<file path="src/rtl/monitor_params.svh">
`ifndef MONITOR_PARAMS_SVH
`define MONITOR_PARAMS_SVH

// widths
`define STAT_DATA_W       32
`define STAT_ADDR_W       8
`define STAT_SEL_W        2
`define STATUS_ADDR_W     30
`define PDUMETA_W         28
`define FILL_W            32
`define NUM_FILL_CH       3

// bank select of this block
`define TOP_REG           2'd0

// register offsets in the top bank
`define REG_IN_PKT        8'h01
`define REG_OUT_PKT       8'h02
`define REG_CPU_MATCH     8'h03
`define REG_CPU_NOMATCH   8'h04
`define REG_MAX_FILL_BASE 8'h10
`define REG_CTRL          8'h20

`endif

</file>
<file path="src/rtl/stats_pkg.sv">
`include "monitor_params.svh"

package stats_pkg;

    // offset inside the top register bank
    typedef logic [`STAT_ADDR_W-1:0] stat_addr_t;

    // one published statistic with its register offset
    typedef struct packed {
        stat_addr_t              addr;
        logic [`STAT_DATA_W-1:0] value;
    } stats_rec_t;

endpackage

</file>
<file path="src/rtl/pdu_pkg.sv">
`include "monitor_params.svh"

package pdu_pkg;

    typedef logic [1:0] pdu_action_t;

    localparam pdu_action_t ACTION_NOMATCH = 2'd1;
    localparam pdu_action_t ACTION_MATCH   = 2'd2;

    // cpu metadata word with the action code on top
    typedef struct packed {
        pdu_action_t              action;
        logic [`PDUMETA_W-3:0]    rule_ptr;
    } pdu_meta_t;

endpackage

</file>
<file path="src/rtl/traffic_counters.sv">
`timescale 1ns/1ps
`include "monitor_params.svh"

module traffic_counters (
    input  logic                  clk_status,
    input  logic                  rst,
    input  logic                  in_valid_i,
    input  logic                  in_eop_i,
    input  logic                  out_valid_i,
    input  logic                  out_eop_i,
    input  logic                  out_ready_i,
    input  logic                  pdumeta_valid_i,
    input  pdu_pkg::pdu_meta_t    pdumeta_data_i,
    input  logic                  rec_ready_i,
    output stats_pkg::stats_rec_t rec_o,
    output logic                  rec_valid_o
);
    import stats_pkg::*;
    import pdu_pkg::*;

    localparam int NUM_CNT = 4;

    logic [`STAT_DATA_W-1:0] cnt [NUM_CNT];
    logic [NUM_CNT-1:0]      inc;
    logic [1:0]              sweep_idx;
    stat_addr_t              sweep_addr;
    logic                    load_rec;

    // packet ends and cpu records by action
    assign inc[0] = in_valid_i & in_eop_i;
    assign inc[1] = out_valid_i & out_eop_i & out_ready_i;
    assign inc[2] = pdumeta_valid_i & (pdumeta_data_i.action == ACTION_MATCH);
    assign inc[3] = pdumeta_valid_i & (pdumeta_data_i.action == ACTION_NOMATCH);

    always_ff @(posedge clk_status) begin
        for (int i = 0; i < NUM_CNT; i++) begin
            if (rst) begin
                cnt[i] <= '0;
            end else if (inc[i]) begin
                cnt[i] <= cnt[i] + 1'b1;
            end
        end
    end

    always_comb begin
        case (sweep_idx)
            2'd0:    sweep_addr = `REG_IN_PKT;
            2'd1:    sweep_addr = `REG_OUT_PKT;
            2'd2:    sweep_addr = `REG_CPU_MATCH;
            default: sweep_addr = `REG_CPU_NOMATCH;
        endcase
    end

    // next record once the current one is taken
    assign load_rec = ~rec_valid_o | rec_ready_i;

    always_ff @(posedge clk_status) begin
        if (rst) begin
            rec_valid_o <= 1'b0;
            sweep_idx   <= '0;
        end else if (load_rec) begin
            rec_valid_o <= 1'b1;
            sweep_idx   <= sweep_idx + 1'b1;
        end
    end

    always_ff @(posedge clk_status) begin
        if (load_rec) begin
            rec_o.addr  <= sweep_addr;
            rec_o.value <= cnt[sweep_idx];
        end
    end

    // held record stays put until accepted
    assert property (@(posedge clk_status) disable iff (rst)
        rec_valid_o && !rec_ready_i |=> rec_valid_o && $stable(rec_o));

endmodule

</file>
<file path="config.mk">
export PLATFORM = sky130hd
export DESIGN_NAME = traffic_counters
export DESIGN_NICKNAME = d
export VERILOG_FILES = /design/src/rtl/stats_pkg.sv /design/src/rtl/pdu_pkg.sv /design/src/rtl/traffic_counters.sv
export VERILOG_INCLUDE_DIRS = /design/src /design/src/rtl
export SDC_FILE = /design/constraint.sdc
export NUM_CORES = 1
export LEC_CHECK = 0
export BUFFER_PORTS_ARGS = -buffer_cell sky130_fd_sc_hd__buf_2
export CAP_MARGIN = 20
export CORE_MARGIN = 1.5
export CORE_UTILIZATION = 45
export DETAILED_ROUTE_END_ITERATION = 10
export PLACE_DENSITY_LB_ADDON = 0.3
export SYNTH_ARGS = -nofsm -noshare
export SYNTH_HDL_FRONTEND = slang
export SYNTH_SLANG_ARGS = --single-unit
</file>
<file path="constraint.sdc">
create_clock -name clk_status -period 3.2 [get_ports clk_status]
set_clock_uncertainty 0.05 [all_clocks]
set_input_delay 0.32 -clock clk_status [delete_from_list [all_inputs] [get_ports clk_status]]
set_output_delay 0.32 -clock clk_status [all_outputs]
set_load 0.1 [all_outputs]
</file>
==> key figures <==
Drt
  – Vias per std cell: 5.563
  – Final ANT Viol Nets: 0
  – Vias: 6014
  – Initial drt markers: 474
  – Routed WL: 19.39 mm
  – Drt pass-1 iters: 6
  – Routed WL per cell: 17.94 µm
  – DRC: 0

Worst setup path
  – Critical path's slowest cell: nor4_4
  – WP data arrival: 2380 ps
  – Critical Path, Cell by Cell: ha_1 > nand4_1 > nor4_4 > nand3_1 > xor2_1 > nor2_1
  – CP Max Fanout: 8
  – Setup CP Type: reg2reg
  – Crit path largest cell delay: 630 ps
  – Worst setup SP type: flop
  – Critical Path End Type: flop
  – Cells on worst reg2reg path: 6
  – CP Data Required Time: 3320 ps

Hold path
  – Min-Delay Path Class: in2reg
  – WHS Path Cells: 4

Placement
  – RePlAce Congestion: 0.8525
  – Placed Cells: 1048
  – Placed Area: 9628 µm²
  – IO Port Bufs: 46
  – Hpwl dp: 13.71 mm

Logic synthesis
  – EDFF count, synth: 163
  – Synthesized area: 9128 µm²
  – #FFs+latches synth: 166
  – Ys flop type: edfxtp_1
  – Sequential area share after synthesis: 0.5428
  – Top-count cell post-synth: edfxtp_1
  – Top cells by area, synth: edfxtp_1, mux4_2, nor2_1, xnor2_1, xor2_1
  – Async S/R FF share, synth: 0
  – Mean post-synth cell area: 12.09 µm²
  – Post-synth top cells: edfxtp_1, nor2_1, xnor2_1, xor2_1, nand2_1
  – Cell taking the most area after synthesis: edfxtp_1
  – Syn Inst Count: 755
  – Post-synth top area share: 0.5363
  – Library cells used by synthesis: 49
  – Synth warn: 0

STA
  – RSZ-0062 raised after global routing: no
  – Setup violators final: 0
  – Hold Fails Final Rpt: 0
  – Tcrit/Tclk final: 0.7059
  – Setup tns final: 0 ps
  – Max-slew headroom: 0.3050
  – Max Slew Vio Count: 0
  – Max Clock Freq: 442.7 MHz
  – Worst Tran Pin Value: 1043 ps
  – Min Tclk post-route: 2259 ps

Finish
  – Filler cells: 1761
  – Nets@finish: 847
  – Multi-input gate area: 3940 µm²
  – Design Area, Final: 10220 µm²
  – Final Non-Filler Cells: 1081
  – Storage cell area: 4957 µm²
  – Area growth, synth to finish: 11.94%
  – Share of layout cells above drive strength 1: 0.2010
  – Antenna cell count: 0

Die
  – Die Ht: 145.4 µm
  – Site Rows: 51
  – Die Wd: 145.4 µm
  – Core footprint: 19650 µm²
  – Initial core utilization: 0.4644
  – IO Pins: 78
  – Die Area: 21150 µm²

Power and ir drop
  – Comb power frac: 0.167
  – Sw frac: 0.3118
  – Internal power: 0.003964 W
  – Switch Pwr: 0.001796 W
  – Pwr dens: 563.7 nW/µm²
  – Sequential Power Share: 0.481
  – Leak pwr: 3.369 nW
  – Clk pwr share: 0.353
  – Maximum vdd drop: 0.0003064 V

Clock network
  – Clk Latency, worst-skew pair: 430 ps
  – Sink Count: 166
  – Clock Tree Buf Depth: 2
  – TritonCTS clock tree: yes
  – # H-tree levels: 4
  – CTS Root Cell: clkbuf_16
  – Setup bufs post-CTS: 0
  – Clock-pin slew on the worst setup and hold paths: 60 ps
  – Number of buffers created by CTS: 17

Global routing
  – Vias in the first global route: 5659
  – Largest net degree at the start of global routing: 38
  – First-pass GRT wire length: 31.17 mm
  – Tot GR Track Use: 0.1907
  – Gr ovfl total: 0
  – Initial antenna violation count: 0

Run
  – Max-cap violations: 0

Status
  – Status: finished clean
logic make-up after synthesis:
logic type / Yosys count / share of synthesized area
and+or+nand+nor: 366 / 0.2217
DFF: 166 / 0.5428
other: 1 / 0.0004108
buffers and inverters: 55 / 0.02742
adders and majority gates: 7 / 0.009595
muxes: 34 / 0.08170
xor gates and xnor gates: 114 / 0.1094
AOI/OAI and AO/OA: 12 / 0.006991
state kept, by name, summed over array words and instances (netlist names):
name and flops:
rec_o 35, sweep_idx 2, cnt 128, rec_valid_o 1
worst max-delay path, delay by kind of cell, from the launching register on:
family	cells	cell delay (ps)
adders and majority gates	1	240
xor gates and xnor gates	1	200
and+or+nand+nor	4	1080
DFF	1	430
area by class of cell:
cell class,count,share of cell area
Clock buffer,17,0.04164
Clock inverter,15,0.01506
Inverter,21,0.007715
Multi-Input combinational cell,538,0.3856
Sequential cell,166,0.4852
Tap cell,265,0.03245
Timing Repair Buffer,59,0.03233
final timing paths:
path / from / end / slack (ps)
min reg2reg: cnt[3][31] / cnt[3][31] / 580
min: in_eop_i / cnt[0][1] / 470
max reg2reg: cnt[3][0] / cnt[3][28] / 940
max: cnt[3][0] / cnt[3][28] / 940
layout by cell type, fill, tap and decap left out, types with 3 or more instances in the layout:
cell type	netlist	final
and4_4	3	3
clkbuf_16	0	17
mux4_2	31	31
nand4_2	3	3
nand2b_2	2	3
nand2_2	3	3
edfxtp_1	163	163
nor4_1	10	10
conb_1	1	5
xnor2_1	59	59
ha_1	7	7
nor4_2	12	12
nand3_1	39	39
nor2_1	141	141
or3_1	6	6
nor3_2	4	4
inv_1	20	20
and2_1	4	4
clkinv_2	0	4
o21ai_0	5	5
nand4_1	32	32
and3_1	10	10
nor4_4	3	3
nand2_1	45	45
clkinvlp_4	0	4
buf_4	5	12
and4_1	11	11
a21oi_1	6	6
inv_6	0	3
nor3_1	18	18
buf_2	14	46
xor2_1	55	55
power by group through the flow:
stage | registers, W | logic, W | clock network [W]
finish | 0.00277 | 0.000960 | 0.00203
CTS | 0.00277 | 0.000970 | 0.00207
floorplan | 0.00325 | 0.000337 | 0
detailed placement | 0.00281 | 0.000967 | 0
global placement | 0.00281 | 0.000961 | 0
global route | 0.00280 | 0.00100 | 0.00214
metrics by stage:
| stage | setup slack [ps] | util | hold WS [ps] | power, W |
|---|---|---|---|---|
| 2_1_floorplan | 730.6 | - | 342.4 | 0.003582 |
| 3_3_place_gp | 991.2 | 0.4899 | 461.0 | 0.003773 |
| 3_5_place_dp | 963.4 | 0.4899 | 458.8 | 0.003780 |
| 4_1_cts | 927.9 | 0.5199 | 464.6 | 0.005806 |
| 5_1_grt | 807.9 | 0.5199 | 511.8 | 0.005935 |
| 6_report | 941.1 | 0.5199 | 469.2 | 0.005760 |
per-layer routing:
layer / vias to the layer above / part of all wire / GRT usage
met2: 174 / 0.47 / 0.2879
met4: 0 / 0.019 / 0.06990
met1: 2959 / 0.45 / 0.2774
met3: 26 / 0.065 / 0.03260
met5: - / 0 / 0
li1: 2855 / - / -
what timing repair did:
action,in CTS,in global routing
gates resized for setup,0,0
hold buffers,1,0
hold endpoints to repair,1,0
No activity file was read; power rests on OpenSTA's default activity.
