[config.mk]
export PLATFORM = sky130hd
export DESIGN_NAME = status_csr
export DESIGN_NICKNAME = d
export VERILOG_FILES = /design/src/rtl/stats_pkg.sv /design/src/rtl/status_csr.sv
export VERILOG_INCLUDE_DIRS = /design/src /design/src/rtl
export SDC_FILE = /design/constraint.sdc
export NUM_CORES = 1
export LEC_CHECK = 0
export BUFFER_PORTS_ARGS = -buffer_cell sky130_fd_sc_hd__buf_4
export CAP_MARGIN = 20
export CORE_MARGIN = 3
export CORE_UTILIZATION = 34
export CTS_CLUSTER_DIAMETER = 60
export DETAILED_ROUTE_END_ITERATION = 6
export GPL_ROUTABILITY_DRIVEN = 0
export PLACE_DENSITY = 0.6
export SYNTH_ARGS = -nofsm -noshare
export SYNTH_HDL_FRONTEND = slang
export SYNTH_SLANG_ARGS = --single-unit
[constraint.sdc]
create_clock -name clk_status -period 2.05 [get_ports clk_status]
set_input_delay 0.5125 -clock clk_status [delete_from_list [all_inputs] [get_ports clk_status]]
set_output_delay 0.5125 -clock clk_status [all_outputs]
set_load 0.02 [all_outputs]
[src/rtl/monitor_params.svh]
`ifndef MONITOR_PARAMS_SVH
`define MONITOR_PARAMS_SVH

// widths
`define STAT_DATA_W       32
`define STAT_ADDR_W       8
`define STAT_SEL_W        2
`define STATUS_ADDR_W     30
`define PDUMETA_W         28
`define FILL_W            32
`define NUM_FILL_CH       3

// bank select of this block
`define TOP_REG           2'd0

// register offsets in the top bank
`define REG_IN_PKT        8'h01
`define REG_OUT_PKT       8'h02
`define REG_CPU_MATCH     8'h03
`define REG_CPU_NOMATCH   8'h04
`define REG_MAX_FILL_BASE 8'h10
`define REG_CTRL          8'h20

`endif

[src/rtl/stats_pkg.sv]
`include "monitor_params.svh"

package stats_pkg;

    // offset inside the top register bank
    typedef logic [`STAT_ADDR_W-1:0] stat_addr_t;

    // one published statistic with its register offset
    typedef struct packed {
        stat_addr_t              addr;
        logic [`STAT_DATA_W-1:0] value;
    } stats_rec_t;

endpackage

[src/rtl/status_csr.sv]
`timescale 1ns/1ps
`include "monitor_params.svh"

module status_csr (
    input  logic                      clk_status,
    input  logic                      rst,
    input  logic [`STATUS_ADDR_W-1:0] status_addr_i,
    input  logic                      status_read_i,
    input  logic                      status_write_i,
    input  logic [`STAT_DATA_W-1:0]   status_writedata_i,
    input  logic [`STAT_DATA_W-1:0]   table_data_i,
    output stats_pkg::stat_addr_t     table_addr_o,
    output logic [`STAT_DATA_W-1:0]   status_readdata_o,
    output logic                      status_readdata_valid_o
);
    import stats_pkg::*;

    logic [`STAT_SEL_W-1:0]  sel_r;
    stat_addr_t              offset_r;
    logic                    read_r;
    logic                    write_r;
    logic [`STAT_DATA_W-1:0] writedata_r;
    logic [`STAT_DATA_W-1:0] ctrl_q;
    logic                    top_sel;

    assign top_sel      = (sel_r == `TOP_REG);
    assign table_addr_o = offset_r;

    // registered bus strobes
    always_ff @(posedge clk_status) begin
        if (rst) begin
            read_r  <= 1'b0;
            write_r <= 1'b0;
        end else begin
            read_r  <= status_read_i;
            write_r <= status_write_i;
        end
    end

    // bank select from the top address bits
    always_ff @(posedge clk_status) begin
        sel_r       <= status_addr_i[`STATUS_ADDR_W-1 -: `STAT_SEL_W];
        offset_r    <= status_addr_i[`STAT_ADDR_W-1:0];
        writedata_r <= status_writedata_i;
    end

    always_ff @(posedge clk_status) begin
        if (rst) begin
            status_readdata_valid_o <= 1'b0;
            ctrl_q                  <= '0;
        end else begin
            status_readdata_valid_o <= read_r & top_sel;
            // other offsets in this bank clear ctrl
            if (write_r & top_sel) begin
                ctrl_q <= (offset_r == `REG_CTRL) ? writedata_r : '0;
            end
        end
    end

    always_ff @(posedge clk_status) begin
        if (read_r & top_sel) begin
            status_readdata_o <= (offset_r == `REG_CTRL) ? ctrl_q : table_data_i;
        end
    end

    assert property (@(posedge clk_status) disable iff (rst)
        status_readdata_valid_o |-> $past(read_r && top_sel));

endmodule

==> flow_summary.ini, run 1 <==
[status]
status = finished, final reports clean

[synthesis]
ys_async_sr_fraction_pct = 0
synth_ff_type = dfxtp_1
synth_top_area_share_pct = 44.96
avgSynthCellArea_um2 = 17.67
synth-seq-cells = 109
synthSimpleGateAreaFrac_pct = 2.774
yosysUniqueCellTypes = 18
synth_cells = 194
synth-edff-count = 32
synth-adder-area-share_pct = 0
synth_common_cells = dfxtp_1, a22o_1, edfxtp_1
synth_fp_nets = 292
synth_top_area_cell = dfxtp_1
seq_area_frac_synth_pct = 72.99
synthMuxAreaShare_pct = 13.80
ys.warnings.count = 0
synthXorXnorAreaFrac_pct = 0
yosys-top-cells-area = dfxtp_1, edfxtp_1, mux2_4
synth_top_family_by_area = multiplexers
yosysMostFrequentCell = dfxtp_1
synth_compound_area_share_pct = 8.321
synthesis.area_mm2 = 0.003428

[timing]
min_period_over_period_pct = 79.45
maxSlewHeadroom_pct = 69.71
skew_ns = 0.01255
finalSetupViolCount = 0
min_period_ns = 1.629
slew_viol_final = 0
rsz0062_at_grt = no
holdWs_ns = 0.2442
fin_setup_tns_ns = 0
worstMarginPinSlew_ns = 0.4543
final.setup.worst_slack_ns = 0.4214
hold_viol_final = 0
fmax_mhz = 614.0

[routing]
vias = 1980
drc = 0
vias_per_cell = 4.314
first_pass_iters = 3
wl_per_cell_um = 14.13
final_antenna_net_count = 0
drtIter0Drc = 35
totalWireLength_um = 6484

[floorplan]
die_h_um = 106.4
dieArea_mm2 = 0.01132
rows = 36
initial_core_util_pct = 35.07
core_area_mm2 = 0.009774
die_w_um = 106.4
top_level_ports = 139

[critical_path]
worst_path_largest_cell_delay_ns = 0.35
cp_data_required_time_ns = 2.16
r2r_start = table_addr_o[4]
crit_path_start_kind = flip-flop
worstPathArrival_ns = 1.74
r2r_cells = 4
critPathMaxFanout = 22
worstSetupPathType = reg2reg
rr_endpoint = status_readdata_o[18]
crit_path_start = table_addr_o[4]
path_cells = nor4b_4 -> nand2_2 -> buf_4 -> mux2_4
slowest_stage = mux2_4
r2r_slack_ns = 0.42
end_kind = flip-flop
crit_end = status_readdata_o[18]

[global_routing]
grt_remaining_overflow = 0
grt_max_degree = 23
grt_pass1_vias = 2002
grt_pass1_wl_um = 9894
antenna_found_initial = 0
grtUsageTotal_pct = 11.62

[clock_network]
cts_sinks = 109
cts.repair.resized = 0
holdBufCountCts = 0
cts_tree = built
clock_latency_ns = 0.36
cts_made_buffers = 9
post_cts_buffers = 0
cts.reportedPaths.clkPinSlew_ns = 0.10
clockBufferDepth = 2
root_buffer = clkbuf_8
h-tree-depth = 3

[power_and_ir_drop]
p_per_area_mw_per_mm2 = 820.5
p_total_mw = 3.866
p_clk_share_pct = 35.0
p_leak_nw = 2.090
peakVddDrop_mv = 0.3252
p_switching_mw = 0.7743
intPower_mw = 3.092
comb_power_share_pct = 5.9
switching_share_pct = 20.03
seqPwrFrac_pct = 59.1

[cells_and_area]
drive_above_1_share_pct = 53.99
fillers = 860
diodes = 0
final_nets = 419
final_cell_count_no_fill = 459
areaGrowthSynthToFinish_pct = 37.45

[placed_design]
post-place-ws_ns = 0.4119
place_hpwl_um = 4653
dpl.cell_count = 443
portBuffers = 118

[worst_hold_path]
min_path_type = in2reg

[job]
cap_viol_max_count = 0
==> flip-flops by register name (all words and copies together), names as in the netlist <==
name and cells:
ctrl_q 32, read_r 1, sel_r 2, status_readdata_o 32, status_readdata_valid_o 1, table_addr_o 8, write_r 1, writedata_r 32
==> how the worst min path moves through the flow <==
stage | from | endpoint | slack [ns] | cells after the start
floorplan | writedata_r[0] | ctrl_q[0] | 0.42 | 1
global placement | writedata_r[5] | ctrl_q[5] | 0.42 | 1
detailed placement | writedata_r[12] | ctrl_q[12] | 0.42 | 1
CTS | status_writedata_i[17] | writedata_r[17] | 0.22 | 1
global route | status_writedata_i[17] | writedata_r[17] | 0.21 | 1
finish | status_writedata_i[17] | writedata_r[17] | 0.24 | 1
==> power groups by stage <==
stage	clock [mW]	sequential, mW	combinational, mW
2_1_floorplan	0	2.35	0.0673
3_3_place_gp	0	2.33	0.227
3_5_place_dp	0	2.34	0.230
4_1_cts	1.41	2.29	0.231
5_1_grt	1.50	2.29	0.244
6_report	1.35	2.28	0.227
==> metal layers <==
metal / GRT usage (%) / wire length [um]
met3: 3.704 / 427
met4: 6.301 / 129
met5: 0 / 0
met2: 19.64 / 3319
met1: 13.01 / 2607
==> kinds of logic (layout without fill, tap and decap cells) <==
family / count (synthesis) / in the layout
simple gates: 10 / 10
flops: 109 / 109
compound gates: 33 / 33
mux: 32 / 32
buf+inv: 10 / 142
==> cell type report <==
type	instances	area (um2)	share of cell area, %
clock buffer	15	210.2	4.461
clock inverter	1	8.758	0.1859
multi-input combinational	75	865.8	18.37
sequential	109	2502	53.11
tap	133	166.4	3.532
timing repair buffer	126	958.4	20.34
==> critical path, delay by kind of cell, from the launching register on <==
kind                   cells  cell delay (ns)
multiplexers               1             0.35
flip-flops                 1             0.34
buffers and inverters      1             0.28
AND/OR/NAND/NOR            2             0.41
==> layout by cell type (no fill, tap or decap), types with 2 or more instances in the layout <==
cell type / count
a22o_1: 32
clkbuf_16: 3
clkbuf_1: 3
dfxtp_1: 77
edfxtp_1: 32
buf_4: 125
nor2b_1: 3
clkbuf_8: 9
mux2_2: 2
mux2_4: 30
==> metrics by stage <==
step / cell area (um2) / utilization (%)
6_report: 4712 / 48.21
2_1_floorplan: 3428 / -
4_1_cts: 4712 / 48.21
3_3_place_gp: 4493 / 45.97
3_5_place_dp: 4493 / 45.97
5_1_grt: 4712 / 48.21
No activity file was read; power rests on OpenSTA's default activity.
==> run 2: changes to the inputs <==
- clock period: 2.05 -> 1.7 ns (I/O delays scaled with it)
==> run 2 against run 1 <==
Effect of this change:
- die area is the same
- combinational power grew 20%
- total power grew 19%
- critical path depth is the same
- wire length shrank 1.7%
- worst hold slack lost 0.081 ns
- non-clock buffer count is the same
- first-iteration DRC count grew 69%
- setup slack lost 0.27 ns
- cell area shrank 0.29%
- register-to-register slack lost 0.27 ns
- cell count is the same
- critical path type unchanged
- critical endpoint is now status_readdata_o[3]
- largest cell class unchanged
==> flow_summary.ini, run 2 (synthesis gave the netlist of run 1 again) <==
[routing]
first_pass_iters = 4
drtIter0Drc = 59
vias = 1981
wl_per_cell_um = 13.88
drc = 0
final_antenna_net_count = 0
vias_per_cell = 4.316
totalWireLength_um = 6373

[cells_and_area]
final_nets = 419
areaGrowthSynthToFinish_pct = 37.04
final_common_cell = buf_4
final_cell_count_no_fill = 459
layout_common_cells = buf_4, dfxtp_1, a22o_1, edfxtp_1, mux2_4
reg.largest.list = ctrl_q x32, status_readdata_o x32, writedata_r x32
fillers = 891
drive_above_1_share_pct = 54.60
diodes = 0

[power_and_ir_drop]
p_leak_nw = 2.085
p_per_area_mw_per_mm2 = 981.1
peakVddDrop_mv = 0.7917
p_total_mw = 4.609

[floorplan]
die_w_um = 106.4
top_level_ports = 139
core_area_mm2 = 0.009774
initial_core_util_pct = 35.07
rows = 36
die_h_um = 106.4
dieArea_mm2 = 0.01132

[placed_design]
portBuffers = 118
dpl.cell_count = 443
place_hpwl_um = 4621

[global_routing]
grt_pass1_vias = 2058
antenna_found_initial = 0
grt_pass1_wl_um = 10050
grt_max_degree = 23
grtUsageTotal_pct = 11.45
grt_remaining_overflow = 0

[critical_path]
crit_path_start_kind = flip-flop
critPathMaxFanout = 22
cp_data_required_time_ns = 1.80
end_kind = flip-flop
worstSetupPathType = reg2reg
worstPathArrival_ns = 1.65

[timing]
fmax_mhz = 647.1
hold_viol_final = 0
min_period_over_period_pct = 90.90
worstMarginPinSlew_ns = 0.3107
min_period_ns = 1.545
rsz0062_at_grt = no
skew_ns = 0.01061
slew_viol_final = 0
fin_setup_tns_ns = 0
maxSlewHeadroom_pct = 79.29
finalSetupViolCount = 0

[status]
status = finished, final reports clean

[clock_network]
root_buffer = clkbuf_8
cts_tree = built
h-tree-depth = 3
clock_latency_ns = 0.35
cts.repair.resized = 0
cts.reportedPaths.clkPinSlew_ns = 0.11
clockBufferDepth = 2
post_cts_buffers = 0
cts_made_buffers = 9
holdBufCountCts = 0
cts_sinks = 109

[worst_hold_path]
min_path_type = in2reg

[job]
cap_viol_max_count = 0
[run 2: changes by cell type in the layout (fill, tap and decap cells not counted)]
| cell | before | now |
|---|---|---|
| inv_8 | 0 | 2 |
| clkinvlp_4 | 0 | 1 |
| inv_6 | 0 | 1 |
| clkinv_1 | 0 | 1 |
| clkbuf_1 | 3 | 0 |
| clkbuf_16 | 3 | 0 |
| bufinv_16 | 0 | 1 |
[run 2: report_power, final]
group	leakage (nW)	internal (mW)	switching [mW]	total (mW)
logic	1.06	0.187	0.0848	0.272
clock network	0.101	0.706	0.877	1.58
registers	0.928	2.73	0.0223	2.76
[run 2: critical path: stages (launching register included)]
cell and delay, ns:
dfxtp_1 0.34, nor4b_4 0.31, nand2_2 0.12, buf_12 0.19, mux2_4 0.31
[run 2: layer usage]
metal | up-vias | track usage, % | share of wire (%)
li1 | 968 | - | -
met1 | 938 | 12.97 | 40
met2 | 71 | 20.23 | 53
met3 | 4 | 3.764 | 6.0
met4 | 0 | 3.927 | 0.60
met5 | - | 0 | 0
[run 2: final cells by class]
cell class              instances  area (um2)  share of cell area (%)
flip-flops and latches        109        2502                   53.26
repair buffers                126       958.4                   20.40
multi-input cells              75       865.8                   18.43
well taps                     133       166.4                   3.542
clock buffers                   9       123.9                   2.636
clock inverters                 7       81.33                   1.731
[run 2: metrics by stage]
stage	utilization, %	worst slack (ns)	area [um2]	hold slack (ns)
4_1_cts	48.07	0.1220	4698	0.1393
2_1_floorplan	-	0.07670	3428	0.4198
3_5_place_dp	45.97	0.1386	4493	0.4232
6_report	48.07	0.1546	4698	0.1633
3_3_place_gp	45.97	0.1650	4493	0.4220
5_1_grt	48.07	0.03456	4698	0.1282
[run 2: final timing paths]
kind,depth (start not counted),slack [ns],start,to
max,4,0.15,table_addr_o[4],status_readdata_o[3]
min,1,0.16,status_writedata_i[26],writedata_r[26]
max reg2reg,4,0.15,table_addr_o[4],status_readdata_o[3]
min reg2reg,1,0.44,writedata_r[12],ctrl_q[12]
==> run 3: changes to the inputs <==
- PLACE_DENSITY: 0.6 -> 0.66
==> run 3 against run 2 <==
Effect of this change:
- maximum frequency decreased by 0.43%
- global-route usage shrank 0.14 points
- total power fell by 3.2%
- cell area fell by 0.24%
- non-clock buffer count did not move
- largest power group unchanged
- wire length increased by 1.4%
- sequential power about the same
- count of clock-buffer cells in the layout is the same
==> flow_summary.ini, run 3 (synthesis gave the netlist of run 1 again) <==
[timing]
worstMarginPinSlew_ns = 0.2904
hold_viol_final = 0
rsz0062_at_grt = no
finalSetupViolCount = 0
min_period_ns = 1.552
slew_viol_final = 0
fin_setup_tns_ns = 0
maxSlewHeadroom_pct = 80.64
fmax_mhz = 644.3
min_period_over_period_pct = 91.30
skew_ns = 0.009411

[floorplan]
core_area_mm2 = 0.009774
initial_core_util_pct = 35.07
dieArea_mm2 = 0.01132
top_level_ports = 139
rows = 36
die_w_um = 106.4
die_h_um = 106.4

[power_and_ir_drop]
p_leak_nw = 2.084
intPower_mw = 3.477
p_total_mw = 4.462
p_switching_mw = 0.9856
peakVddDrop_mv = 0.3807
p_per_area_mw_per_mm2 = 952.0
comb_power_share_pct = 6.1
p_clk_share_pct = 32.2
seqPwrFrac_pct = 61.7
switching_share_pct = 22.09

[cells_and_area]
multi_input_area_um2 = 865.8
seq_area_mm2 = 0.002502
final_nets = 419
final_cell_count_no_fill = 459
layout_common_cells = buf_4, dfxtp_1, a22o_1, edfxtp_1, mux2_4
diodes = 0
final_common_cell = buf_4
areaGrowthSynthToFinish_pct = 36.72
reg.largest.list = ctrl_q x32, status_readdata_o x32, writedata_r x32
utilization_pct = 47.95
drive_above_1_share_pct = 54.91
fillers = 870

[critical_path]
path_cells = nor4_4 -> nand2_2 -> buf_12 -> mux2_4
slowest_stage = dfxtp_1
worstSetupPathType = reg2reg
crit_path_start_kind = flip-flop
worst_path_largest_cell_delay_ns = 0.35
r2r_slack_ns = 0.15
critPathMaxFanout = 17
cp_data_required_time_ns = 1.81
worstPathArrival_ns = 1.66
end_kind = flip-flop
cp_top_family = simple AND/OR/NAND/NOR gates
critical_path_buf_inv_count = 1

[clock_network]
cts_made_buffers = 9
root_buffer = clkbuf_8
holdBufCountCts = 0
cts.reportedPaths.clkPinSlew_ns = 0.11
clock_latency_ns = 0.36
post_cts_buffers = 0
cts_tree = built
h-tree-depth = 3
cts_sinks = 109
cts.repair.resized = 0
clockBufferDepth = 2

[placed_design]
place_hpwl_um = 4868
dpl.cell_count = 443
portBuffers = 118

[routing]
wl_met2_um = 3207
top_layer = met4
drtIter0Drc = 43
vias_per_cell = 4.301
first_pass_iters = 3
drc = 0
final_antenna_net_count = 0
vias = 1974
route.met3.wl_um = 350
totalWireLength_um = 6463
wl_per_cell_um = 14.08
wl_met1_um = 2681

[global_routing]
grtUsageTotal_pct = 11.32
grt_remaining_overflow = 0
grt_pass1_wl_um = 9867
grt_max_degree = 22
grt_pass1_vias = 1977
antenna_found_initial = 0

[status]
status = finished, final reports clean

[worst_hold_path]
min_path_type = in2reg

[job]
cap_viol_max_count = 0
## run 3: power by group through the flow
stage / clock network, mW / logic (mW) / registers [mW]
4_1_cts: 1.49 / 0.276 / 2.76
2_1_floorplan: 0 / 0.0812 / 2.83
3_5_place_dp: 0 / 0.275 / 2.82
5_1_grt: 1.59 / 0.292 / 2.76
3_3_place_gp: 0 / 0.271 / 2.82
6_report: 1.44 / 0.271 / 2.76
## run 3: path summary, 6_finish.rpt
path                          start              endpoint  depth (start not counted)
min          status_writedata_i[13]       writedata_r[13]                          1
max                 table_addr_o[1]  status_readdata_o[8]                          4
max reg2reg         table_addr_o[1]  status_readdata_o[8]                          4
min reg2reg          writedata_r[0]             ctrl_q[0]                          1
## run 3: per-stage QoR
step	area, um2	hold WS (ns)	setup WS, ns
after CTS	4687	0.1342	0.1414
final	4687	0.1584	0.1479
after global placement	4506	0.4223	0.1656
after global routing	4687	0.1305	0.09598
after detailed placement	4506	0.4239	0.1542
after floorplan	3428	0.4198	0.07670
## run 3: area by class of cell
| type | count | share of cell area (%) |
|---|---|---|
| clock inverter | 7 | 1.228 |
| tap | 133 | 3.550 |
| clock buffer | 9 | 2.643 |
| sequential | 109 | 53.39 |
| timing repair buffer | 126 | 20.72 |
| multi-input combinational | 75 | 18.47 |
## run 3: layer usage
| layer | global-route usage [%] | vias to the layer above |
|---|---|---|
| li1 | - | 971 |
| met1 | 13.72 | 922 |
| met2 | 18.42 | 66 |
| met3 | 2.550 | 15 |
| met4 | 6.667 | 0 |
| met5 | 0 | - |
