### config.mk
export PLATFORM = sky130hd
export DESIGN_NAME = stats_arbiter
export DESIGN_NICKNAME = d
export VERILOG_FILES = /design/src/rtl/stats_pkg.sv /design/src/rtl/stats_arbiter.sv
export VERILOG_INCLUDE_DIRS = /design/src /design/src/rtl
export SDC_FILE = /design/constraint.sdc
export NUM_CORES = 1
export LEC_CHECK = 0
export ABC_AREA = 1
export BUFFER_PORTS_ARGS = -buffer_cell sky130_fd_sc_hd__buf_2
export CORE_MARGIN = 3
export CORE_UTILIZATION = 25
export DETAILED_ROUTE_END_ITERATION = 10
export GPL_TIMING_DRIVEN = 1
export HOLD_SLACK_MARGIN = 0.02
export PLACE_DENSITY = 0.79
export SKIP_CTS_REPAIR_TIMING = 1
export SYNTH_ARGS = -nofsm -noshare
export SYNTH_HDL_FRONTEND = slang
export SYNTH_SLANG_ARGS = --single-unit
### constraint.sdc
create_clock -name clk_status -period 1 [get_ports clk_status]
set_input_delay 0.2 -clock clk_status [delete_from_list [all_inputs] [get_ports clk_status]]
set_output_delay 0.2 -clock clk_status [all_outputs]
set_load 0.01 [all_outputs]
### src/rtl/monitor_params.svh
`ifndef MONITOR_PARAMS_SVH
`define MONITOR_PARAMS_SVH

// widths
`define STAT_DATA_W       32
`define STAT_ADDR_W       8
`define STAT_SEL_W        2
`define STATUS_ADDR_W     30
`define PDUMETA_W         28
`define FILL_W            32
`define NUM_FILL_CH       3

// bank select of this block
`define TOP_REG           2'd0

// register offsets in the top bank
`define REG_IN_PKT        8'h01
`define REG_OUT_PKT       8'h02
`define REG_CPU_MATCH     8'h03
`define REG_CPU_NOMATCH   8'h04
`define REG_MAX_FILL_BASE 8'h10
`define REG_CTRL          8'h20

`endif

### src/rtl/stats_pkg.sv
`include "monitor_params.svh"

package stats_pkg;

    // offset inside the top register bank
    typedef logic [`STAT_ADDR_W-1:0] stat_addr_t;

    // one published statistic with its register offset
    typedef struct packed {
        stat_addr_t              addr;
        logic [`STAT_DATA_W-1:0] value;
    } stats_rec_t;

endpackage

### src/rtl/stats_arbiter.sv
`timescale 1ns/1ps
`include "monitor_params.svh"

module stats_arbiter (
    input  logic                  clk_status,
    input  logic                  rst,
    input  stats_pkg::stats_rec_t a_rec_i,
    input  logic                  a_valid_i,
    output logic                  a_ready_o,
    input  stats_pkg::stats_rec_t b_rec_i,
    input  logic                  b_valid_i,
    output logic                  b_ready_o,
    output stats_pkg::stats_rec_t rec_o,
    output logic                  rec_valid_o
);
    import stats_pkg::*;

    logic grant_b;
    logic sel_b;

    // b wins on its turn, or when a has nothing
    assign sel_b = b_valid_i & (grant_b | ~a_valid_i);

    assign a_ready_o   = a_valid_i & ~sel_b;
    assign b_ready_o   = sel_b;
    assign rec_o       = sel_b ? b_rec_i : a_rec_i;
    assign rec_valid_o = a_valid_i | b_valid_i;

    // sink takes every cycle, so any valid output is a transfer
    always_ff @(posedge clk_status) begin
        if (rst) begin
            grant_b <= 1'b0;
        end else if (rec_valid_o) begin
            grant_b <= ~sel_b;
        end
    end

    assert property (@(posedge clk_status) disable iff (rst)
        !(a_ready_o && b_ready_o));

endmodule

==> reports/metrics.cfg, run 1 <==
[route]
routed_wl_um = 3280
ant_nets = 0
wl_per_cell_um = 11.0
drc = 0
via_per_inst = 4.55
drtPass1Iterations = 4
first_iter_violations = 40
vias = 1360

[power]
p_seq_share_pct = 5.6
switchingPower_uw = 382
p_leak_nw = 0.995
pwr-share-comb_pct = 94.4
p_per_area_nw_per_um2 = 561
irDropWorstVdd_mv = 0.404
p_int_uw = 434
power_frac_clock_pct = 0
sw_frac_of_total_pct = 46.8
p_total_uw = 816

[final_layout]
reg_top3 = grant_b: 1 flops
drive_above_1_share_pct = 56.1
syn2layout_area_growth_pct = 127
utilization_pct = 62.8
largest_register_ffs = 1
n_fill_cell = 263
largest_register = grant_b
fin_area_um2 = 1460
antennaDiodeCount = 0
nNetsFinal = 357

[synth]
synthMuxAreaShare_pct = 0
synth_seq_cells = 1
synthesis.area_um2 = 642
synth_compound_area_share_pct = 1.17
yosysSeqAreaShare_pct = 3.12
syn_inst = 144
netlist_top_cells_count = 81 x nand2_1, 40 x nand3_1, 9 x buf_2
yosys.area_share.simple_pct = 81.7
yosysTopAreaCellShare_pct = 47.4
synth_edf_count = 0
synth_cell_types = 9
synth_top_flop_cell = dfxtp_1
synth-warning-count = 0
synth_area_leader_cell = nand2_1
syn_nets = 228
syn_avg_cell_area_um2 = 4.46
synthXorXnorAreaFrac_pct = 0
yosysMostFrequentCell = nand2_1
synthAdderAreaFrac_pct = 0
synthTopCellsByArea = nand2_1 47%, nand3_1 31%, buf_2 7.0%
synth_top_family_by_area = simple AND/OR/NAND/NOR gates
ys_async_sr_fraction_pct = 0

[timing]
slew_headroom_pct = 88.5
rsz0062_at_grt = yes
tns_ns = -5.70
hold_violations = 0
skew_ns = 0
setup_ws_ns = -0.157
finalSetupViolCount = 43
max_freq_mhz = 864
final.min_clock_period_ns = 1.16
maxSlewViolCount = 0
tightest_slew_ns = 0.172
min_period_over_period_pct = 116

[worst_setup_path]
crit_path_top_delay_cell = dfxtp_2
cp_top_family = buffers and inverters
cpPeakStageDelay_ns = 0.31
crit_path_end_kind = output pin
cp_max_fo = 11
required_ns = 0.80
worst_setup_path_start_kind = flop
cpMostUsedCell = nand2_1
ff2ff_setup_slack_ns = -0.02
path_cells = inv_2, nand2_4, nand2_8, clkbuf_16, nand2_1, nand2_1, buf_2
crit_buf_inv = 3
cp.arrival_ns = 0.96
path_class = flop to output pin

[floorplan]
start_util_pct = 27.7
die_h_um = 56.7
io-pin-count = 127
dieArea_um2 = 3210
die_w_um = 56.7
core_um2 = 2320
rows = 17

[hold_path]
min_path_type = input pin to flop

[run_status]
status = complete, but fails checks
violations = negative setup slack

[global_routing]
grt_pass1_vias = 1196
grt_overflow = 0
grt_max_degree = 24
grt_pass1_wl_um = 5020
grt_use_total_pct = 18.1
antenna_found_initial = 0

[place]
dpl_cell_area_um2 = 1340
place_congestion = 0.819
dp_hpwl_um = 2620
io_buffers = 126

[clock_network]
clk_pin_slew_ns = 0
clock_latency_ns = 0

[job]
maxCapViolCount = 0

## metal layers
layer / track usage [%] / wire length (um) / up-vias
met5: 0 / 0 / -
met4: 0 / 0 / 0
met3: 2.07 / 307 / 0
met2: 36.1 / 1760 / 65
met1: 21.3 / 1210 / 583
li1: - / - / 712
## power by group through the flow
stage / Combinational, mW / Sequential, mW / Clock (mW)
floorplan: 0.340 / 0.0446 / 0
global placement: 0.699 / 0.0448 / 0
detailed placement: 0.705 / 0.0449 / 0
CTS: 0.708 / 0.0449 / 0
global route: 0.857 / 0.0466 / 0
finish: 0.770 / 0.0461 / 0
## worst register-to-register path, stage by stage, from the launching register on
cell and delay [ns]:
dfxtp_2 0.31, inv_2 0.04, nand2_4 0.11, nand2_8 0.09
buf_12 0.15, inv_2 0.08, buf_4 0.10, nor2_1 0.03
## cells by family (layout without fill, tap and decap cells)
logic type / after synthesis / after routing
buffers and inverters: 17 / 144
AO/OA/AOI/OAI: 1 / 1
flip-flops: 1 / 1
AND/OR/NAND/NOR: 125 / 125
## area by class of cell
cell class	count	area, um2	share of cell area, %
Multi-Input combinational cell	126	568	39.0
Timing Repair Buffer	140	816	56.1
Sequential cell	1	21.3	1.46
Inverter	4	15.0	1.03
Tap cell	28	35.0	2.41
## placed cells by master (no fill, tap or decap), types with 2 or more instances in the layout
cell type	instances
buf_4	8
inv_1	2
clkbuf_16	2
buf_12	2
buf_6	4
buf_2	124
inv_2	2
nand2_2	6
nand3_1	40
nand2_1	75
## final timing paths
path,from,end,cells after the start
setup / recovery,grant_b,rec_o[3],7
hold / removal,rst,grant_b,3
hold reg to reg,grant_b,grant_b,2
setup reg to reg,grant_b,grant_b,7
## through the flow
stage	setup slack, ns	cells	hold slack (ns)
after global routing	-0.216	299	0.475
after floorplan	0.0182	144	0.355
after global placement	-0.148	296	0.459
after detailed placement	-0.171	296	0.465
after CTS	-0.174	296	0.465
final	-0.157	299	0.454
Power figures use the tool's default switching activity.
==> run 2, diff against run 1 <==
--- a/config.mk
+++ b/config.mk
@@ -8,12 +8,14 @@
 export LEC_CHECK = 0
 export ABC_AREA = 1
 export BUFFER_PORTS_ARGS = -buffer_cell sky130_fd_sc_hd__buf_2
+export CELL_PAD_IN_SITES_DETAIL_PLACEMENT = 0
+export CELL_PAD_IN_SITES_GLOBAL_PLACEMENT = 2
 export CORE_MARGIN = 3
-export CORE_UTILIZATION = 25
+export CORE_UTILIZATION = 10
 export DETAILED_ROUTE_END_ITERATION = 10
 export GPL_TIMING_DRIVEN = 1
 export HOLD_SLACK_MARGIN = 0.02
-export PLACE_DENSITY = 0.79
+export PLACE_DENSITY = 0.95
 export SKIP_CTS_REPAIR_TIMING = 1
 export SYNTH_ARGS = -nofsm -noshare
 export SYNTH_HDL_FRONTEND = slang
==> run 2 against run 1 <==
  * Sequential power increased by 3%
  * Core utilization is 34 points lower
  * Sequential share of layout area shrank 0.24 points
  * Power grew 20%
  * Combinational power up 21%
  * Cell area increased by 20%
  * Clock skew did not move
  * Sequential cell count did not move
  * The run still ends with negative setup slack left
==> reports/metrics.cfg, run 2 (synthesized netlist as in run 1, its figures left out) <==
[place]
dp_cells = 342  ; +16%
pre_cts_ws_ns = -0.174  ; -0.00323 ns
place_congestion = 0.688  ; -16%
io_buffers = 126  ; unchanged
dp_hpwl_um = 2900  ; +11%

[floorplan]
die_w_um = 86.1  ; +52%
rows = 28  ; +11
dieArea_um2 = 7420  ; +130%
core_um2 = 6060  ; +160%
io-pin-count = 127  ; unchanged
die_h_um = 86.1  ; +52%
start_util_pct = 10.6  ; -17 points

[final_layout]
antennaDiodeCount = 0  ; unchanged
largest_register = grant_b
n_fill_cell = 699  ; +170%
nNetsFinal = 358  ; +0.28%
syn2layout_area_growth_pct = 172
final_cell_mix = 118 x buf_2, 49 x nand2_1, 40 x nand3_1
drive_above_1_share_pct = 65.8  ; +9.7 points
final_common_cell = buf_2
stdcell_count = 347  ; +16%
seq_area_um2 = 21.3  ; unchanged
largest_register_ffs = 1  ; unchanged
reg_top3 = grant_b: 1 flops
multi_input_area_um2 = 682  ; +20%

[power]
switchingPower_uw = 459  ; +20%
power_frac_clock_pct = 0  ; unchanged
p_seq_share_pct = 4.8  ; -0.8 points
p_total_uw = 980  ; +20%
p_per_area_nw_per_um2 = 562  ; +0.29%
p_leak_nw = 1.07  ; +7.6%
irDropWorstVdd_mv = 0.234  ; -42%
sw_frac_of_total_pct = 46.8  ; +0.060 points
p_int_uw = 521  ; +20%
pwr-share-comb_pct = 95.2  ; +0.8 points

[route]
wl_per_cell_um = 12.4  ; +13%
routed_wl_um = 4300  ; +31%
drc = 0  ; unchanged
vias = 1391  ; +2.3%
first_iter_violations = 27  ; -33%
ant_nets = 0  ; unchanged
drtPass1Iterations = 4  ; unchanged
via_per_inst = 4.01  ; -12%

[timing]
rsz0062_at_grt = yes
min_period_over_period_pct = 120  ; +4.3 points
hold_violations = 0  ; unchanged
tns_ns = -7.43  ; -1.73 ns
finalSetupViolCount = 43  ; unchanged
slew_headroom_pct = 90.0  ; +1.4 points
skew_ns = 0  ; unchanged
final.min_clock_period_ns = 1.20  ; +0.0426 ns
max_freq_mhz = 834  ; -3.5%
tightest_slew_ns = 0.150  ; -0.0216 ns
maxSlewViolCount = 0  ; unchanged
setup_ws_ns = -0.200  ; -0.0426 ns

[hold_path]
min_path_type = input pin to flop
min_from = rst
hold_path_depth = 3  ; unchanged
hold_end = grant_b

[global_routing]
grt_pass1_wl_um = 5400  ; +7.7%
grt_max_degree = 41  ; +71%
grt_pass1_vias = 1262  ; +5.5%
antenna_found_initial = 0  ; unchanged
grt_use_total_pct = 8.51  ; -9.6 points
grt_overflow = 0  ; unchanged

[clock_network]
clk_pin_slew_ns = 0  ; unchanged
clock_latency_ns = 0  ; unchanged

[run_status]
status = complete, but fails checks
violations = negative setup slack

[worst_setup_path]
path_cells = inv_4, nand2_8, nand2_8, buf_6, inv_4, nor2_2, buf_2
cpPeakStageDelay_ns = 0.31  ; about the same
worst_setup_path_start_kind = flop
rr_endpoint = grant_b
reg2reg_depth = 7  ; unchanged
cp_max_fo = 6  ; -5
ff2ff_setup_slack_ns = -0.06  ; -0.04 ns
path_class = flop to output pin
cp.arrival_ns = 1.00  ; +0.04 ns
crit_path_end_kind = output pin
required_ns = 0.80  ; about the same
crit_path_top_delay_cell = dfxtp_2
timing.rr.start = grant_b

[job]
maxCapViolCount = 0  ; unchanged

## run 2: cell count changes in the layout (fill, tap and decap cells not counted), sizes merged
| cell | before | now |
|---|---|---|
| clkbuf | 2 | 6 |
| buf | 138 | 135 |
## run 2: power groups by stage
stage          clock network (mW)  logic (mW)  registers (mW)
6_report                        0       0.933          0.0474
3_3_place_gp                    0       0.719          0.0449
3_5_place_dp                    0       0.724          0.0449
2_1_floorplan                   0       0.340          0.0446
4_1_cts                         0       0.727          0.0449
5_1_grt                         0        1.03          0.0477
## run 2: final cells by class
type	instances	area share, %
timing repair buffer	141	53.1
multi-input combinational	126	39.1
tap	75	5.38
sequential	1	1.22
inverter	4	1.15
## run 2: layer usage
metal | GRT usage, % | wire (um) | vias up
met3 | 0.865 | 345 | 2
met1 | 9.16 | 1670 | 608
met4 | 0 | 17 | 0
li1 | - | - | 716
met2 | 18.3 | 2260 | 65
met5 | 0 | 0 | -
## run 2: through the flow
step / area [um2] / util [%] / hold WS, ns
6_report: 1740 / 28.8 / 0.454
5_1_grt: 1740 / 28.8 / 0.511
4_1_cts: 1400 / 23.2 / 0.455
3_5_place_dp: 1400 / 23.2 / 0.455
3_3_place_gp: 1400 / 23.2 / 0.459
2_1_floorplan: 642 / - / 0.355
## run 2: how the worst max path moves through the flow
stage               startpoint   endpoint  slack (ns)  cells past startpoint
floorplan              grant_b   rec_o[0]        0.02                      6
global placement       grant_b  rec_o[16]       -0.16                      7
detailed placement   b_valid_i  rec_o[27]       -0.17                      5
CTS                  b_valid_i  rec_o[27]       -0.18                      5
global route           grant_b   rec_o[0]       -0.26                      7
finish                 grant_b  a_ready_o       -0.20                      7
## run 2: worst max-delay path: cells and delay by family (launching register included)
kind                   cells  cell delay [ns]
and+or+nand+nor            3             0.30
buffers and inverters      4             0.39
DFF                        1             0.31
==> run 3, diff against run 2 <==
--- a/config.mk
+++ b/config.mk
@@ -9,13 +9,13 @@
 export ABC_AREA = 1
 export BUFFER_PORTS_ARGS = -buffer_cell sky130_fd_sc_hd__buf_2
 export CELL_PAD_IN_SITES_DETAIL_PLACEMENT = 0
-export CELL_PAD_IN_SITES_GLOBAL_PLACEMENT = 2
+export CELL_PAD_IN_SITES_GLOBAL_PLACEMENT = 1
 export CORE_MARGIN = 3
-export CORE_UTILIZATION = 10
+export CORE_UTILIZATION = 12
 export DETAILED_ROUTE_END_ITERATION = 10
 export GPL_TIMING_DRIVEN = 1
 export HOLD_SLACK_MARGIN = 0.02
-export PLACE_DENSITY = 0.95
+export PLACE_DENSITY = 0.78
 export SKIP_CTS_REPAIR_TIMING = 1
 export SYNTH_ARGS = -nofsm -noshare
 export SYNTH_HDL_FRONTEND = slang
==> constraint.sdc (replaced) <==
create_clock -name clk_status -period 1.2 [get_ports clk_status]
set_input_delay 0.24 -clock clk_status [delete_from_list [all_inputs] [get_ports clk_status]]
set_output_delay 0.24 -clock clk_status [all_outputs]
set_load 0.01 [all_outputs]
==> run 3 against run 2 <==
  * The flow still finishes with violations (negative setup slack)
  * First-iteration DRC count rose by 22%
  * Clock skew stayed put
  * Cell count decreased by 3.2%
  * Cell area shrank 5.0%
  * Sequential cell count did not move
  * Combinational power shrank 21%
  * Wire length is 7.4% lower
  * Worst setup slack gained 0.17 ns
  * Die area shrank 16%
  * Critical path depth stayed put
  * Register-to-register slack improved by 0.33 ns
  * Largest power group unchanged
  * Highest routed layer unchanged
==> reports/metrics.cfg, run 3 (synthesized netlist as in run 1, its figures left out) <==
[timing]
final.min_clock_period_ns = 1.23
tightest_slew_ns = 0.141  ; -0.00947 ns
skew_ns = 0  ; unchanged
holdWs_ns = 0.493  ; +0.0388 ns
setup_ws_ns = -0.0257  ; +0.174 ns
maxSlewViolCount = 0  ; unchanged
hold_violations = 0  ; unchanged
max_freq_mhz = 816
slew_headroom_pct = 90.6  ; +0.63 points
finalSetupViolCount = 23  ; -47%
rsz0062_at_grt = yes
min_period_over_period_pct = 102

[power]
p_leak_nw = 1.04  ; -3.3%
p_per_area_nw_per_um2 = 467  ; -17%
irDropWorstVdd_mv = 0.280  ; +19%

[run_status]
violations = negative setup slack
status = complete, but fails checks

[clock_network]
clock_latency_ns = 0  ; unchanged
clk_pin_slew_ns = 0  ; unchanged

[floorplan]
rows = 25  ; -11%
die_h_um = 79.1  ; -8.1%
dieArea_um2 = 6260  ; -16%
core_um2 = 4940  ; -18%
start_util_pct = 13.0  ; +2.4 points
die_w_um = 79.1  ; -8.1%
io-pin-count = 127  ; unchanged

[place]
dp_hpwl_um = 2730  ; -6.0%
pre_cts_ws_ns = -0.0638  ; +0.110 ns
place_congestion = 0.683  ; -0.68%
io_buffers = 126  ; unchanged
dp_cells = 331  ; -3.2%

[final_layout]
syn2layout_area_growth_pct = 158
final_cell_mix = 119 x buf_2, 54 x nand2_1, 40 x nand3_1
nNetsFinal = 355  ; -0.84%
reg_top3 = grant_b: 1 flops
largest_register = grant_b
largest_register_ffs = 1  ; unchanged
antennaDiodeCount = 0  ; unchanged
n_fill_cell = 581  ; -17%
stdcell_count = 336  ; -3.2%
final_common_cell = buf_2
drive_above_1_share_pct = 63.2  ; -2.6 points

[route]
routed_wl_um = 3980  ; -7.4%
first_iter_violations = 33  ; +22%
drtPass1Iterations = 4  ; unchanged
vias = 1368  ; -1.7%
ant_nets = 0  ; unchanged
via_per_inst = 4.07  ; +1.6%
drc = 0  ; unchanged
wl_per_cell_um = 11.8  ; -4.4%

[global_routing]
grt_pass1_wl_um = 5040  ; -6.8%
grt_pass1_vias = 1151  ; -8.8%
grt_overflow = 0  ; unchanged
grt_max_degree = 30  ; -27%
antenna_found_initial = 0  ; unchanged
grt_use_total_pct = 9.45  ; +0.94 points

[hold_path]
min_path_type = input pin to flop

[worst_setup_path]
cp.arrival_ns = 0.99  ; about the same
worst_setup_path_start_kind = flop
cp_max_fo = 6  ; unchanged
ff2ff_setup_slack_ns = 0.27  ; +0.33 ns
path_class = flop to output pin
required_ns = 0.96  ; +0.16 ns
crit_path_end_kind = output pin

[job]
maxCapViolCount = 0  ; unchanged

[run 3: cell count changes in the layout (fill, tap and decap cells not counted), moves of 2 or more]
cell and delta:
nand2_4 -5, nand2_1 +5, inv_4 -2, inv_2 +2, buf_6 -4, buf_12 +2
[run 3: cell type report]
cell class              instances  area [um2]  area share (%)
flip-flops and latches          1        21.3            1.28
repair buffers                138         893            54.0
multi-input cells             126         642            38.8
well taps                      67        83.8            5.06
inverters                       4        15.0           0.907
[run 3: per-stage QoR]
step                      setup TNS [ns]  total power [mW]  util, %  area, um2
final                             -0.234             0.773     33.5       1660
after global routing               -2.50             0.851     33.5       1660
after CTS                          -2.08             0.642     28.3       1400
after detailed placement           -2.02             0.640     28.3       1400
after global placement             -1.31             0.638     28.3       1400
after floorplan                        0             0.321        -        642
[run 3: where the power goes]
group	internal (mW)	switching, mW	total [mW]	leakage, nW
sequential	0.0368	0.00140	0.0382	0.00861
clock	0	0	0	0
combinational	0.374	0.361	0.735	1.03
total	0.411	0.362	0.773	1.04
[run 3: per-layer routing]
layer	share of wire [%]	track usage, %	up-vias
li1	-	-	712
met1	36	9.59	585
met2	54	20.2	67
met3	9.9	1.93	4
met4	0.78	0.344	0
met5	0	0	-
[run 3: final timing paths]
kind                start        end  depth (start not counted)
setup / recovery  grant_b  rec_o[18]                          7
hold / removal        rst    grant_b                          3
setup reg to reg  grant_b    grant_b                          6
hold reg to reg   grant_b    grant_b                          2
[run 3: critical path, stage by stage (launching register included)]
cell	delay [ns]
dfxtp_2	0.30
inv_2	0.08
nand2_8	0.08
nand2_8	0.12
clkbuf_16	0.17
nand2_2	0.04
nand2_1	0.05
buf_2	0.12
